## src/fc_pkg.sv

```systemverilog
// shared widths, operand types and host command codes of the fc engine
// every RTL module of the engine imports this package
// memory layout helpers live here so loader, sequencer and memory agree

`default_nettype none

package fc_pkg;

  localparam int DATA_W  = 32;  // memory and stream word
  localparam int BYTE_W  = 8;   // one int8 operand
  localparam int N_LANES = 4;   // output neurons, one MAC lane each
  localparam int ACC_W   = 28;

  // requantization window is bits QUANT_LIMIT_BIT..QUANT_SHIFT of the sum
  localparam int QUANT_SHIFT     = 6;
  localparam int QUANT_LIMIT_BIT = 12;

  typedef logic        [DATA_W-1:0] word_t;     // four packed bytes
  typedef logic signed [BYTE_W-1:0] operand_t;
  typedef logic signed [ACC_W-1:0]  acc_t;

  typedef enum logic [1:0] {
    CMD_LOAD_FEAT   = 2'd0,
    CMD_LOAD_BIAS   = 2'd1,
    CMD_LOAD_WEIGHT = 2'd2,
    CMD_COMPUTE     = 2'd3
  } cmd_t;

  // weights of neuron n at n*max_words, then the bias word, then features
  function automatic int mem_words(input int max_words);
    return 5 * max_words + 1;
  endfunction

  function automatic int bias_base(input int max_words);
    return 4 * max_words;
  endfunction

  function automatic int feat_base(input int max_words);
    return 4 * max_words + 1;
  endfunction

endpackage

`default_nettype wire

```

## src/fc_engine.sv

```systemverilog
// top level of the int8 fully connected layer engine
// host loads features, bias and weights over the input stream, then
// a compute command returns four requantized neuron bytes in one word

`default_nettype none
`timescale 1ns/1ps

module fc_engine
  import fc_pkg::*;
#(
  parameter  int MAX_WORDS = 16,
  localparam int SIZE_W    = $clog2(MAX_WORDS + 1)
) (
  input  logic              clk,
  input  logic              rstn,
  input  cmd_t              cmd,
  input  logic              start,
  input  logic [SIZE_W-1:0] size,
  input  logic              in_valid,
  input  word_t             in_data,
  output logic              in_ready,
  output logic              out_valid,
  output word_t             out_data,
  input  logic              out_ready,
  output logic              busy
);

  localparam int ADDR_W = $clog2(mem_words(MAX_WORDS));

  // loader and sequencer to arbiter
  logic              ld_req, ld_we, ld_gnt;
  logic [ADDR_W-1:0] ld_addr;
  word_t             ld_wdata;
  logic              sq_req, sq_gnt;
  logic [ADDR_W-1:0] sq_addr;
  word_t             sq_rdata;

  // arbiter to memory
  logic              mem_en, mem_we;
  logic [ADDR_W-1:0] mem_addr;
  word_t             mem_wdata, mem_rdata;

  // lanes
  logic                   lane_valid, lane_first, lane_last;
  operand_t [N_LANES-1:0] lane_a, lane_b;
  acc_t [N_LANES-1:0]     lane_acc;
  logic [N_LANES-1:0]     lane_acc_valid;

  logic load_busy, comp_busy;

  assign busy = load_busy | comp_busy;

  stream_loader #(.MAX_WORDS(MAX_WORDS)) u_loader (
    .clk, .rstn, .cmd, .start, .size,
    .in_valid, .in_data, .in_ready,
    .ld_req, .ld_we, .ld_addr, .ld_wdata, .ld_gnt,
    .load_busy
  );

  fc_sequencer #(.MAX_WORDS(MAX_WORDS)) u_seq (
    .clk, .rstn, .cmd, .start, .size,
    .sq_req, .sq_addr, .sq_gnt, .sq_rdata,
    .lane_valid, .lane_first, .lane_last, .lane_a, .lane_b,
    .lane_acc, .lane_acc_valid,
    .out_valid, .out_data, .out_ready,
    .comp_busy
  );

  mem_arbiter #(.MAX_WORDS(MAX_WORDS)) u_arb (
    .clk, .rstn,
    .ld_req, .ld_we, .ld_addr, .ld_wdata, .ld_gnt,
    .sq_req, .sq_addr, .sq_gnt, .sq_rdata,
    .en(mem_en), .we(mem_we), .addr(mem_addr), .wdata(mem_wdata), .rdata(mem_rdata)
  );

  word_sram #(.MAX_WORDS(MAX_WORDS)) u_sram (
    .clk,
    .en(mem_en), .we(mem_we), .addr(mem_addr), .wdata(mem_wdata), .rdata(mem_rdata)
  );

  for (genvar n = 0; n < N_LANES; n++) begin : g_lane
    mac_lane u_lane (
      .clk, .rstn,
      .valid(lane_valid), .first(lane_first), .last(lane_last),
      .a(lane_a[n]), .b(lane_b[n]),
      .acc(lane_acc[n]), .acc_valid(lane_acc_valid[n])
    );
  end

endmodule

`default_nettype wire

```

## src/fc_sequencer.sv

```systemverilog
// compute control of the fc engine
// fetches the bias word, then per feature word the four weight words,
// issues byte pairs to the lanes, adds bias, requantizes and sends
// the packed result on the output stream

`default_nettype none
`timescale 1ns/1ps

module fc_sequencer
  import fc_pkg::*;
#(
  parameter  int MAX_WORDS = 16,
  localparam int ADDR_W    = $clog2(mem_words(MAX_WORDS)),
  localparam int SIZE_W    = $clog2(MAX_WORDS + 1)
) (
  input  logic                   clk,
  input  logic                   rstn,
  input  cmd_t                   cmd,
  input  logic                   start,
  input  logic [SIZE_W-1:0]      size,
  output logic                   sq_req,
  output logic [ADDR_W-1:0]      sq_addr,
  input  logic                   sq_gnt,
  input  word_t                  sq_rdata,
  output logic                   lane_valid,
  output logic                   lane_first,
  output logic                   lane_last,
  output operand_t [N_LANES-1:0] lane_a,
  output operand_t [N_LANES-1:0] lane_b,
  input  acc_t [N_LANES-1:0]     lane_acc,
  input  logic [N_LANES-1:0]     lane_acc_valid,
  output logic                   out_valid,
  output word_t                  out_data,
  input  logic                   out_ready,
  output logic                   comp_busy
);

  localparam int N_BYTES = DATA_W / BYTE_W;
  localparam int K_W     = $clog2(N_BYTES);
  localparam int NRN_W   = $clog2(N_LANES);

  typedef enum logic [2:0] {
    S_IDLE, S_BIAS, S_FEAT, S_WGT, S_ISSUE, S_DRAIN, S_OUT
  } state_t;

  // where the read returning this cycle goes
  typedef enum logic [1:0] {CAP_NONE, CAP_BIAS, CAP_FEAT, CAP_WGT} cap_t;

  state_t              state_q;
  cap_t                cap_q;
  logic [NRN_W-1:0]    cap_nrn_q;
  logic [SIZE_W-1:0]   idx_q, last_idx_q;
  logic [NRN_W-1:0]    nrn_q;
  logic [K_W-1:0]      k_q;   // byte position being issued
  word_t               bias_q, feat_q;
  word_t [N_LANES-1:0] wgt_q;
  acc_t [N_LANES-1:0]  sum;
  word_t               result;
  logic                acc_done;

  function automatic logic [BYTE_W-1:0] requant(input acc_t s);
    if (s[ACC_W-1]) begin
      return '0;
    end
    if (|s[ACC_W-2:QUANT_LIMIT_BIT+1]) begin
      return {1'b0, {(BYTE_W-1){1'b1}}};  // saturate to 127
    end
    return BYTE_W'(s[QUANT_LIMIT_BIT:QUANT_SHIFT]);
  endfunction

  ////////////////////////////////////////////////////////////
  // memory requests and lane operands
  ////////////////////////////////////////////////////////////
  always_comb begin
    sq_req  = 1'b0;
    sq_addr = '0;
    case (state_q)
      S_BIAS: begin
        sq_req  = 1'b1;
        sq_addr = ADDR_W'(bias_base(MAX_WORDS));
      end
      S_FEAT: begin
        sq_req  = 1'b1;
        sq_addr = ADDR_W'(feat_base(MAX_WORDS)) + ADDR_W'(idx_q);
      end
      S_WGT: begin
        sq_req  = 1'b1;
        sq_addr = ADDR_W'(nrn_q * MAX_WORDS) + ADDR_W'(idx_q);
      end
      default: ;
    endcase
  end

  // wait out the last weight read before issuing
  assign lane_valid = (state_q == S_ISSUE) && (cap_q == CAP_NONE);
  assign lane_first = lane_valid && (idx_q == '0) && (k_q == '0);
  assign lane_last  = lane_valid && (idx_q == last_idx_q) && (k_q == K_W'(N_BYTES - 1));

  always_comb begin
    for (int n = 0; n < N_LANES; n++) begin
      lane_a[n] = feat_q[k_q*BYTE_W +: BYTE_W];
      lane_b[n] = wgt_q[n][k_q*BYTE_W +: BYTE_W];
      sum[n]    = lane_acc[n] + acc_t'(operand_t'(bias_q[n*BYTE_W +: BYTE_W]));
      result[n*BYTE_W +: BYTE_W] = requant(sum[n]);
    end
  end

  assign acc_done  = &lane_acc_valid;  // lanes run in lockstep
  assign comp_busy = (state_q != S_IDLE);

  ////////////////////////////////////////////////////////////
  // FSM
  ////////////////////////////////////////////////////////////
  always_ff @(posedge clk) begin
    if (!rstn) begin
      state_q   <= S_IDLE;
      cap_q     <= CAP_NONE;
      idx_q     <= '0;
      nrn_q     <= '0;
      k_q       <= '0;
      out_valid <= 1'b0;
    end else begin
      cap_q <= CAP_NONE;
      case (state_q)
        S_IDLE: begin
          if (start && cmd == CMD_COMPUTE) begin
            idx_q   <= '0;
            state_q <= S_BIAS;
          end
        end
        S_BIAS: begin
          if (sq_gnt) begin
            cap_q   <= CAP_BIAS;
            state_q <= S_FEAT;
          end
        end
        S_FEAT: begin
          if (sq_gnt) begin
            cap_q   <= CAP_FEAT;
            nrn_q   <= '0;
            state_q <= S_WGT;
          end
        end
        S_WGT: begin
          if (sq_gnt) begin
            cap_q <= CAP_WGT;
            nrn_q <= nrn_q + 1'b1;
            if (nrn_q == NRN_W'(N_LANES - 1)) begin
              k_q     <= '0;
              state_q <= S_ISSUE;
            end
          end
        end
        S_ISSUE: begin
          if (lane_valid) begin
            k_q <= k_q + 1'b1;
            if (k_q == K_W'(N_BYTES - 1)) begin
              if (idx_q == last_idx_q) begin
                state_q <= S_DRAIN;
              end else begin
                idx_q   <= idx_q + 1'b1;
                state_q <= S_FEAT;
              end
            end
          end
        end
        S_DRAIN: begin
          if (acc_done) begin
            out_valid <= 1'b1;
            state_q   <= S_OUT;
          end
        end
        S_OUT: begin
          if (out_ready) begin  // hold until the beat is taken
            out_valid <= 1'b0;
            state_q   <= S_IDLE;
          end
        end
        default: state_q <= S_IDLE;
      endcase
    end
  end

  // operand words, word count and packed result
  always_ff @(posedge clk) begin
    if (state_q == S_IDLE && start && cmd == CMD_COMPUTE) begin
      last_idx_q <= size - 1'b1;
    end
    if (sq_gnt) begin
      cap_nrn_q <= nrn_q;
    end
    case (cap_q)
      CAP_BIAS: bias_q <= sq_rdata;
      CAP_FEAT: feat_q <= sq_rdata;
      CAP_WGT:  wgt_q[cap_nrn_q] <= sq_rdata;
      default: ;
    endcase
    if (state_q == S_DRAIN && acc_done) begin
      out_data <= result;
    end
  end

endmodule

`default_nettype wire

```

## src/mac_lane.sv

```systemverilog
// one signed int8 multiply-accumulate lane, four pipeline stages
// a pair entered with valid lands in acc four cycles later; first
// restarts the sum and acc_valid pulses with the pair marked last

`default_nettype none
`timescale 1ns/1ps

module mac_lane
  import fc_pkg::*;
(
  input  logic     clk,
  input  logic     rstn,
  input  logic     valid,
  input  logic     first,
  input  logic     last,
  input  operand_t a,
  input  operand_t b,
  output acc_t     acc,
  output logic     acc_valid
);

  logic [BYTE_W-1:0]   a_mag, b_mag;
  logic [BYTE_W-1:0]   a_mag_q, b_mag_q;
  logic [BYTE_W+3:0]   pp_lo_q, pp_hi_q;  // a times low / high nibble of b
  logic [2*BYTE_W-1:0] prod_q;
  logic [2:0]          neg_sr;
  logic [2:0]          v_sr, f_sr, l_sr;  // control along stages 1..3
  acc_t                term;

  ////////////////////////////////////////////////////////////
  // stage 1: magnitudes and sign
  ////////////////////////////////////////////////////////////
  assign a_mag = a[BYTE_W-1] ? BYTE_W'(-a) : a;  // -128 gives 128
  assign b_mag = b[BYTE_W-1] ? BYTE_W'(-b) : b;

  always_ff @(posedge clk) begin
    a_mag_q <= a_mag;
    b_mag_q <= b_mag;
    // stage 2: two nibble partial products
    pp_lo_q <= a_mag_q * b_mag_q[3:0];
    pp_hi_q <= a_mag_q * b_mag_q[7:4];
    // stage 3: unsigned product
    prod_q  <= {4'b0, pp_lo_q} + {pp_hi_q, 4'b0};
    neg_sr  <= {neg_sr[1:0], a[BYTE_W-1] ^ b[BYTE_W-1]};
  end

  always_ff @(posedge clk) begin
    if (!rstn) begin
      v_sr <= '0;
      f_sr <= '0;
      l_sr <= '0;
    end else begin
      v_sr <= {v_sr[1:0], valid};
      f_sr <= {f_sr[1:0], valid & first};
      l_sr <= {l_sr[1:0], valid & last};
    end
  end

  ////////////////////////////////////////////////////////////
  // stage 4: apply sign and accumulate
  ////////////////////////////////////////////////////////////
  always_comb begin
    term = neg_sr[2] ? -acc_t'(prod_q) : acc_t'(prod_q);
  end

  always_ff @(posedge clk) begin
    if (v_sr[2]) begin
      acc <= f_sr[2] ? term : acc + term;
    end
  end

  always_ff @(posedge clk) begin
    if (!rstn) begin
      acc_valid <= 1'b0;
    end else begin
      acc_valid <= v_sr[2] & l_sr[2];
    end
  end

endmodule

`default_nettype wire

```

## src/mem_arbiter.sv

```systemverilog
// grants the single memory port to the loader or the sequencer
// loader has fixed priority; grants are given in the request cycle
// read data is steered back to the sequencer only when it owns the
// read that is in flight

`default_nettype none
`timescale 1ns/1ps

module mem_arbiter
  import fc_pkg::*;
#(
  parameter  int MAX_WORDS = 16,
  localparam int ADDR_W    = $clog2(mem_words(MAX_WORDS))
) (
  input  logic              clk,
  input  logic              rstn,
  // loader side
  input  logic              ld_req,
  input  logic              ld_we,
  input  logic [ADDR_W-1:0] ld_addr,
  input  word_t             ld_wdata,
  output logic              ld_gnt,
  // sequencer side, read only
  input  logic              sq_req,
  input  logic [ADDR_W-1:0] sq_addr,
  output logic              sq_gnt,
  output word_t             sq_rdata,
  // memory side
  output logic              en,
  output logic              we,
  output logic [ADDR_W-1:0] addr,
  output word_t             wdata,
  input  word_t             rdata
);

  logic sq_rd_q;  // sequencer read in flight

  assign ld_gnt = ld_req;
  assign sq_gnt = sq_req & ~ld_req;

  assign en    = ld_req | sq_req;
  assign we    = ld_req & ld_we;
  assign addr  = ld_req ? ld_addr : sq_addr;
  assign wdata = ld_wdata;

  always_ff @(posedge clk) begin
    if (!rstn) begin
      sq_rd_q <= 1'b0;
    end else begin
      sq_rd_q <= sq_gnt;
    end
  end

  assign sq_rdata = sq_rd_q ? rdata : '0;

endmodule

`default_nettype wire

```

## src/stream_loader.sv

```systemverilog
// writes host stream words into the memory region chosen by a load command
// a weight load takes size words per neuron, four blocks in a row,
// block n landing in weight region n; a compute start is ignored

`default_nettype none
`timescale 1ns/1ps

module stream_loader
  import fc_pkg::*;
#(
  parameter  int MAX_WORDS = 16,
  localparam int ADDR_W    = $clog2(mem_words(MAX_WORDS)),
  localparam int SIZE_W    = $clog2(MAX_WORDS + 1)
) (
  input  logic              clk,
  input  logic              rstn,
  input  cmd_t              cmd,
  input  logic              start,
  input  logic [SIZE_W-1:0] size,
  input  logic              in_valid,
  input  word_t             in_data,
  output logic              in_ready,
  output logic              ld_req,
  output logic              ld_we,
  output logic [ADDR_W-1:0] ld_addr,
  output word_t             ld_wdata,
  input  logic              ld_gnt,
  output logic              load_busy
);

  logic              loading_q;
  logic [SIZE_W-1:0] idx_q;       // word within the current block
  logic [1:0]        nrn_q;       // block number, weights only
  logic [ADDR_W-1:0] base_q;
  logic [SIZE_W-1:0] last_idx_q;
  logic [1:0]        last_nrn_q;
  logic              beat;
  logic              load_start;

  assign load_start = start & ~loading_q & (cmd != CMD_COMPUTE);

  assign ld_req    = loading_q;
  assign in_ready  = loading_q & ld_gnt;
  assign beat      = in_valid & in_ready;
  assign ld_we     = in_valid;  // write lands only with the grant
  assign ld_wdata  = in_data;
  assign ld_addr   = base_q + ADDR_W'(nrn_q * MAX_WORDS) + ADDR_W'(idx_q);
  assign load_busy = loading_q;

  always_ff @(posedge clk) begin
    if (!rstn) begin
      loading_q <= 1'b0;
      idx_q     <= '0;
      nrn_q     <= '0;
    end else if (load_start) begin
      loading_q <= 1'b1;
      idx_q     <= '0;
      nrn_q     <= '0;
    end else if (beat) begin
      if (idx_q == last_idx_q) begin
        idx_q <= '0;
        nrn_q <= nrn_q + 1'b1;
        if (nrn_q == last_nrn_q) begin
          loading_q <= 1'b0;  // last word of the command
        end
      end else begin
        idx_q <= idx_q + 1'b1;
      end
    end
  end

  // region and count of the running load
  always_ff @(posedge clk) begin
    if (load_start) begin
      last_idx_q <= size - 1'b1;
      last_nrn_q <= (cmd == CMD_LOAD_WEIGHT) ? 2'd3 : 2'd0;
      case (cmd)
        CMD_LOAD_FEAT: base_q <= ADDR_W'(feat_base(MAX_WORDS));
        CMD_LOAD_BIAS: base_q <= ADDR_W'(bias_base(MAX_WORDS));
        default:       base_q <= '0;
      endcase
    end
  end

endmodule

`default_nettype wire

```

## src/word_sram.sv

```systemverilog
// single-port word memory shared by the loader and the sequencer
// holds weights, the bias word and features; read data is registered
// and shows up one cycle after an enabled read

`default_nettype none
`timescale 1ns/1ps

module word_sram
  import fc_pkg::*;
#(
  parameter  int MAX_WORDS = 16,
  localparam int DEPTH     = mem_words(MAX_WORDS),
  localparam int ADDR_W    = $clog2(DEPTH)
) (
  input  logic              clk,
  input  logic              en,
  input  logic              we,
  input  logic [ADDR_W-1:0] addr,
  input  word_t             wdata,
  output word_t             rdata
);

  word_t mem [DEPTH];

  always_ff @(posedge clk) begin
    if (en) begin
      if (we) begin
        mem[addr] <= wdata;
      end else begin
        rdata <= mem[addr];  // read-first port, no bypass
      end
    end
  end

endmodule

`default_nettype wire

```

## config.mk

```make
export PLATFORM = sky130hd
export DESIGN_NAME = fc_engine
export DESIGN_NICKNAME = d
export VERILOG_FILES = /design/src/fc_pkg.sv /design/src/fc_engine.sv /design/src/fc_sequencer.sv /design/src/mac_lane.sv /design/src/mem_arbiter.sv /design/src/stream_loader.sv /design/src/word_sram.sv
export SDC_FILE = /design/constraint.sdc
export NUM_CORES = 2
export LEC_CHECK = 0
export ABC_CLOCK_PERIOD_IN_PS = 8200
export BUFFER_PORTS_ARGS = -buffer_cell sky130_fd_sc_hd__buf_4
export CAP_MARGIN = 20
export CORE_MARGIN = 2
export CORE_UTILIZATION = 64
export DETAILED_ROUTE_END_ITERATION = 10
export GPL_ROUTABILITY_DRIVEN = 0
export PLACE_DENSITY = 0.8
export SETUP_SLACK_MARGIN = 0.02
export SLEW_MARGIN = 20
export SYNTH_ARGS = -nofsm -noshare
export SYNTH_HDL_FRONTEND = slang
export SYNTH_HIERARCHICAL = 1
export SYNTH_SLANG_ARGS = --single-unit
```

## constraint.sdc

```tcl
create_clock -name clk -period 8.2 [get_ports clk]
set_input_delay 1.64 -clock clk [delete_from_list [all_inputs] [get_ports clk]]
set_output_delay 1.64 -clock clk [all_outputs]
set_load 0.01 [all_outputs]
```

==> flow_summary.json <==
{
  "dpl-instance-area_um2": 149000,
  "synth-compound-area-share_pct": 9.53,
  "yosys.area.top_type_share_pct": 61.6,
  "synth.most_common_cell": "edfxtp_1",
  "ir_drop_v": 0.000400,
  "yosysSeqAreaShare_pct": 65.8,
  "crit_required_ps": 8880,
  "slew_violations": 0,
  "final_nets": 10300,
  "stdcell_area_um2": 160000,
  "worst_setup_path_start_kind": "flip-flop",
  "synthTopCellsByCount": "2975 x edfxtp_1, 519 x nand2_1, 429 x a21oi_1",
  "grtUsageMet2_pct": 56.4,
  "grt_max_degree": 123,
  "port_buffers": 78,
  "dieWidth_um": 480,
  "grtUsageMet1_pct": 42.8,
  "final-hold-violation-count": 0,
  "cts.sinks": 3275,
  "grt_usage_pct": 35.8,
  "root_buffer": "clkbuf_16",
  "slew_headroom_pct": 9.23,
  "crit_fanout": 24,
  "worstPathArrival_ps": 6810,
  "asyncSetResetFlopFracSynth_pct": 0,
  "cts_buffer_depth": 4,
  "start_util_pct": 64.4,
  "die_h_um": 480,
  "wl_per_cell_um": 32.3,
  "endpoint": "u_sram/mem[26][12]",
  "worst_pin_slew_ps": 1350,
  "syn-num-nets": 10200,
  "drt_wl_total_um": 418000,
  "status": "finished, final reports clean",
  "r2r-end": "u_sram/mem[26][12]",
  "post-dp-hpwl_um": 246000,
  "hold_class": "reg2reg",
  "synth_xor_area_share_pct": 2.17,
  "synthAdderAreaFrac_pct": 4.93,
  "endpoint_kind": "flip-flop",
  "synth_area_um2": 145000,
  "r2r_start": "u_seq/idx_q[2]",
  "dr.pass1.iters": 9,
  "drc": 0,
  "report.final.setup_viol": 0,
  "reg2reg_depth": 10,
  "clkTransAtPathRegs_ps": 60,
  "rrSetupSlack_ps": 2070,
  "synth_top_family_by_area": "compound AO/OA/AOI/OAI gates",
  "antenna_found_initial": 30,
  "die-area_um2": 230000,
  "startpoint": "u_seq/idx_q[2]",
  "drtIter0Drc": 15000,
  "clock_skew_ps": 79.6,
  "setup_tns_ps": 0,
  "synthMuxAreaShare_pct": 8.49,
  "power_density_nw_per_um2": 230,
  "overflow": 0,
  "syn_area_per_cell_um2": 15.1,
  "period_share_pct": 74.8,
  "min_period_ps": 6130,
  "rsz0062_at_grt": "false",
  "synthTopCellsByArea": "edfxtp_1 62%, mux4_2 5.0%, dfxtp_1 4.1%",
  "ys.flop_type": "edfxtp_1",
  "cts_tree": "done",
  "synth_top_cell_by_area": "edfxtp_1",
  "postCtsHoldBufs": 0,
  "ys_warn_count": 6,
  "first_global_vias": 90500,
  "synth-simple-area-share_pct": 6.22,
  "drive_above_1_share_pct": 14.0,
  "yosys.cell_types.count": 128,
  "met3_usage_pct": 10.9,
  "cts_buffers": 336,
  "synth_cells": 9608,
  "power_leakage_nw": 53.9,
  "maxCapViolations": 0,
  "fp.coreArea_um2": 225000,
  "vias": 92000,
  "ioPinCount": 79,
  "post_cts_buffers": 0,
  "clock.fmax_ghz": 0.163,
  "busiest_layer": "met2",
  "cts_max_level": 5,
  "clkLatencyLatePin_ps": 990,
  "synth_seq_cells": 3275,
  "timing_worst_setup_path_type": "reg2reg",
  "synth-edff-count": 2975,
  "post_cts_resized": 0,
  "area_delta_synth_final_pct": 10.3,
  "num_rows": 174,
  "grt_pass1_wl_um": 601000,
  "via_per_inst": 7.11,
  "postRouteAntennaNets": 0
}
==> per-stage QoR <==
stage	hold slack [ps]	setup slack, ps	power, mW	cells	utilization, %
floorplan	310	1990	20.8	9608	-
global placement	312	2640	22.0	12300	66.1
detailed placement	312	2590	22.0	12300	66.3
CTS	293	2520	36.6	12900	70.9
global route	311	2070	37.4	12900	71.1
finish	307	2070	36.7	13000	71.1
==> sequential cells by signal (all words and copies together) (netlist names), 32 cells and up <==
name	count
g_lane.u_lane/a_mag_q	32
g_lane.u_lane/acc	112
g_lane.u_lane/b_mag_q	32
g_lane.u_lane/pp_hi_q	48
g_lane.u_lane/pp_lo_q	48
g_lane.u_lane/prod_q	64
u_seq/bias_q	32
u_seq/feat_q	32
u_seq/out_data	32
u_seq/wgt_q	128
u_sram/mem	2592
u_sram/rdata	32
==> critical path: stages (launching register included) <==
cell	delay [ps]
dfxtp_1	480
nand3_1	210
or3_1	360
a21oi_1	150
mux2_4	440
clkinv_1	970
nor2_1	1080
buf_4	380
nand2_1	520
nor2_4	910
buf_4	330
==> placed cells by master, fill, tap and decap left out, drive strengths merged, types with 74 or more instances in the layout <==
master	netlist	routed
edfxtp	2975	2975
a21o	120	120
a221oi	217	217
mux2	126	126
mux2i	353	353
mux4	325	325
clkbuf	197	413
a21oi	433	433
clkinv	2	135
nand2	520	520
dfxtp	300	300
buf	343	293
nor2	414	414
fa	104	104
ha	405	405
o21ai	362	362
and2	242	242
nor3	74	74
inv	333	341
xor2	105	105
a22oi	173	173
xnor2	249	249
nand3	124	124
==> cell type report <==
type | count | area [um2]
antenna | 14 | 35.0
multi-input combinational | 5458 | 46200
tap | 2992 | 3740
timing repair buffer | 293 | 2830
clock inverter | 171 | 1460
sequential | 3275 | 95300
fill | 13300 | 65000
inverter | 335 | 1270
clock buffer | 413 | 8970
==> cells by family (layout without fill, tap and decap cells) <==
family / Yosys count / after routing
fa+ha+maj: 509 / 509
other cells: 0 / 14
mux: 804 / 804
buf+inv: 875 / 1212
compound gates: 1995 / 1995
flops: 3275 / 3275
xor+xnor: 354 / 354
simple gates: 1796 / 1796
==> power breakdown <==
| group | leakage, nW | switching (mW) | internal, mW |
|---|---|---|---|
| registers | 29.3 | 0.218 | 18.4 |
| clock network | 5.13 | 6.28 | 8.52 |
| logic | 19.5 | 2.22 | 1.03 |
==> worst min path at each step <==
stage | startpoint | to | slack, ps | cells past startpoint
global placement | g_lane[1].u_lane/pp_lo_q[0] | g_lane[1].u_lane/prod_q[0] | 310 | 0
detailed placement | g_lane[0].u_lane/pp_lo_q[1] | g_lane[0].u_lane/prod_q[1] | 310 | 0
CTS | g_lane[3].u_lane/neg_sr[0] | g_lane[3].u_lane/neg_sr[1] | 290 | 0
finish | g_lane[3].u_lane/neg_sr[0] | g_lane[3].u_lane/neg_sr[1] | 310 | 0
global route | g_lane[3].u_lane/neg_sr[0] | g_lane[3].u_lane/neg_sr[1] | 310 | 0
floorplan | g_lane[0].u_lane/neg_sr[0] | g_lane[0].u_lane/neg_sr[1] | 310 | 0
==> metal layers <==
layer	wire, um	vias to the layer above
met2	193000	7554
li1	-	37600
met1	134000	44900
met5	127	-
met4	34100	22
met3	56800	1934
Power figures use the tool's default switching activity.
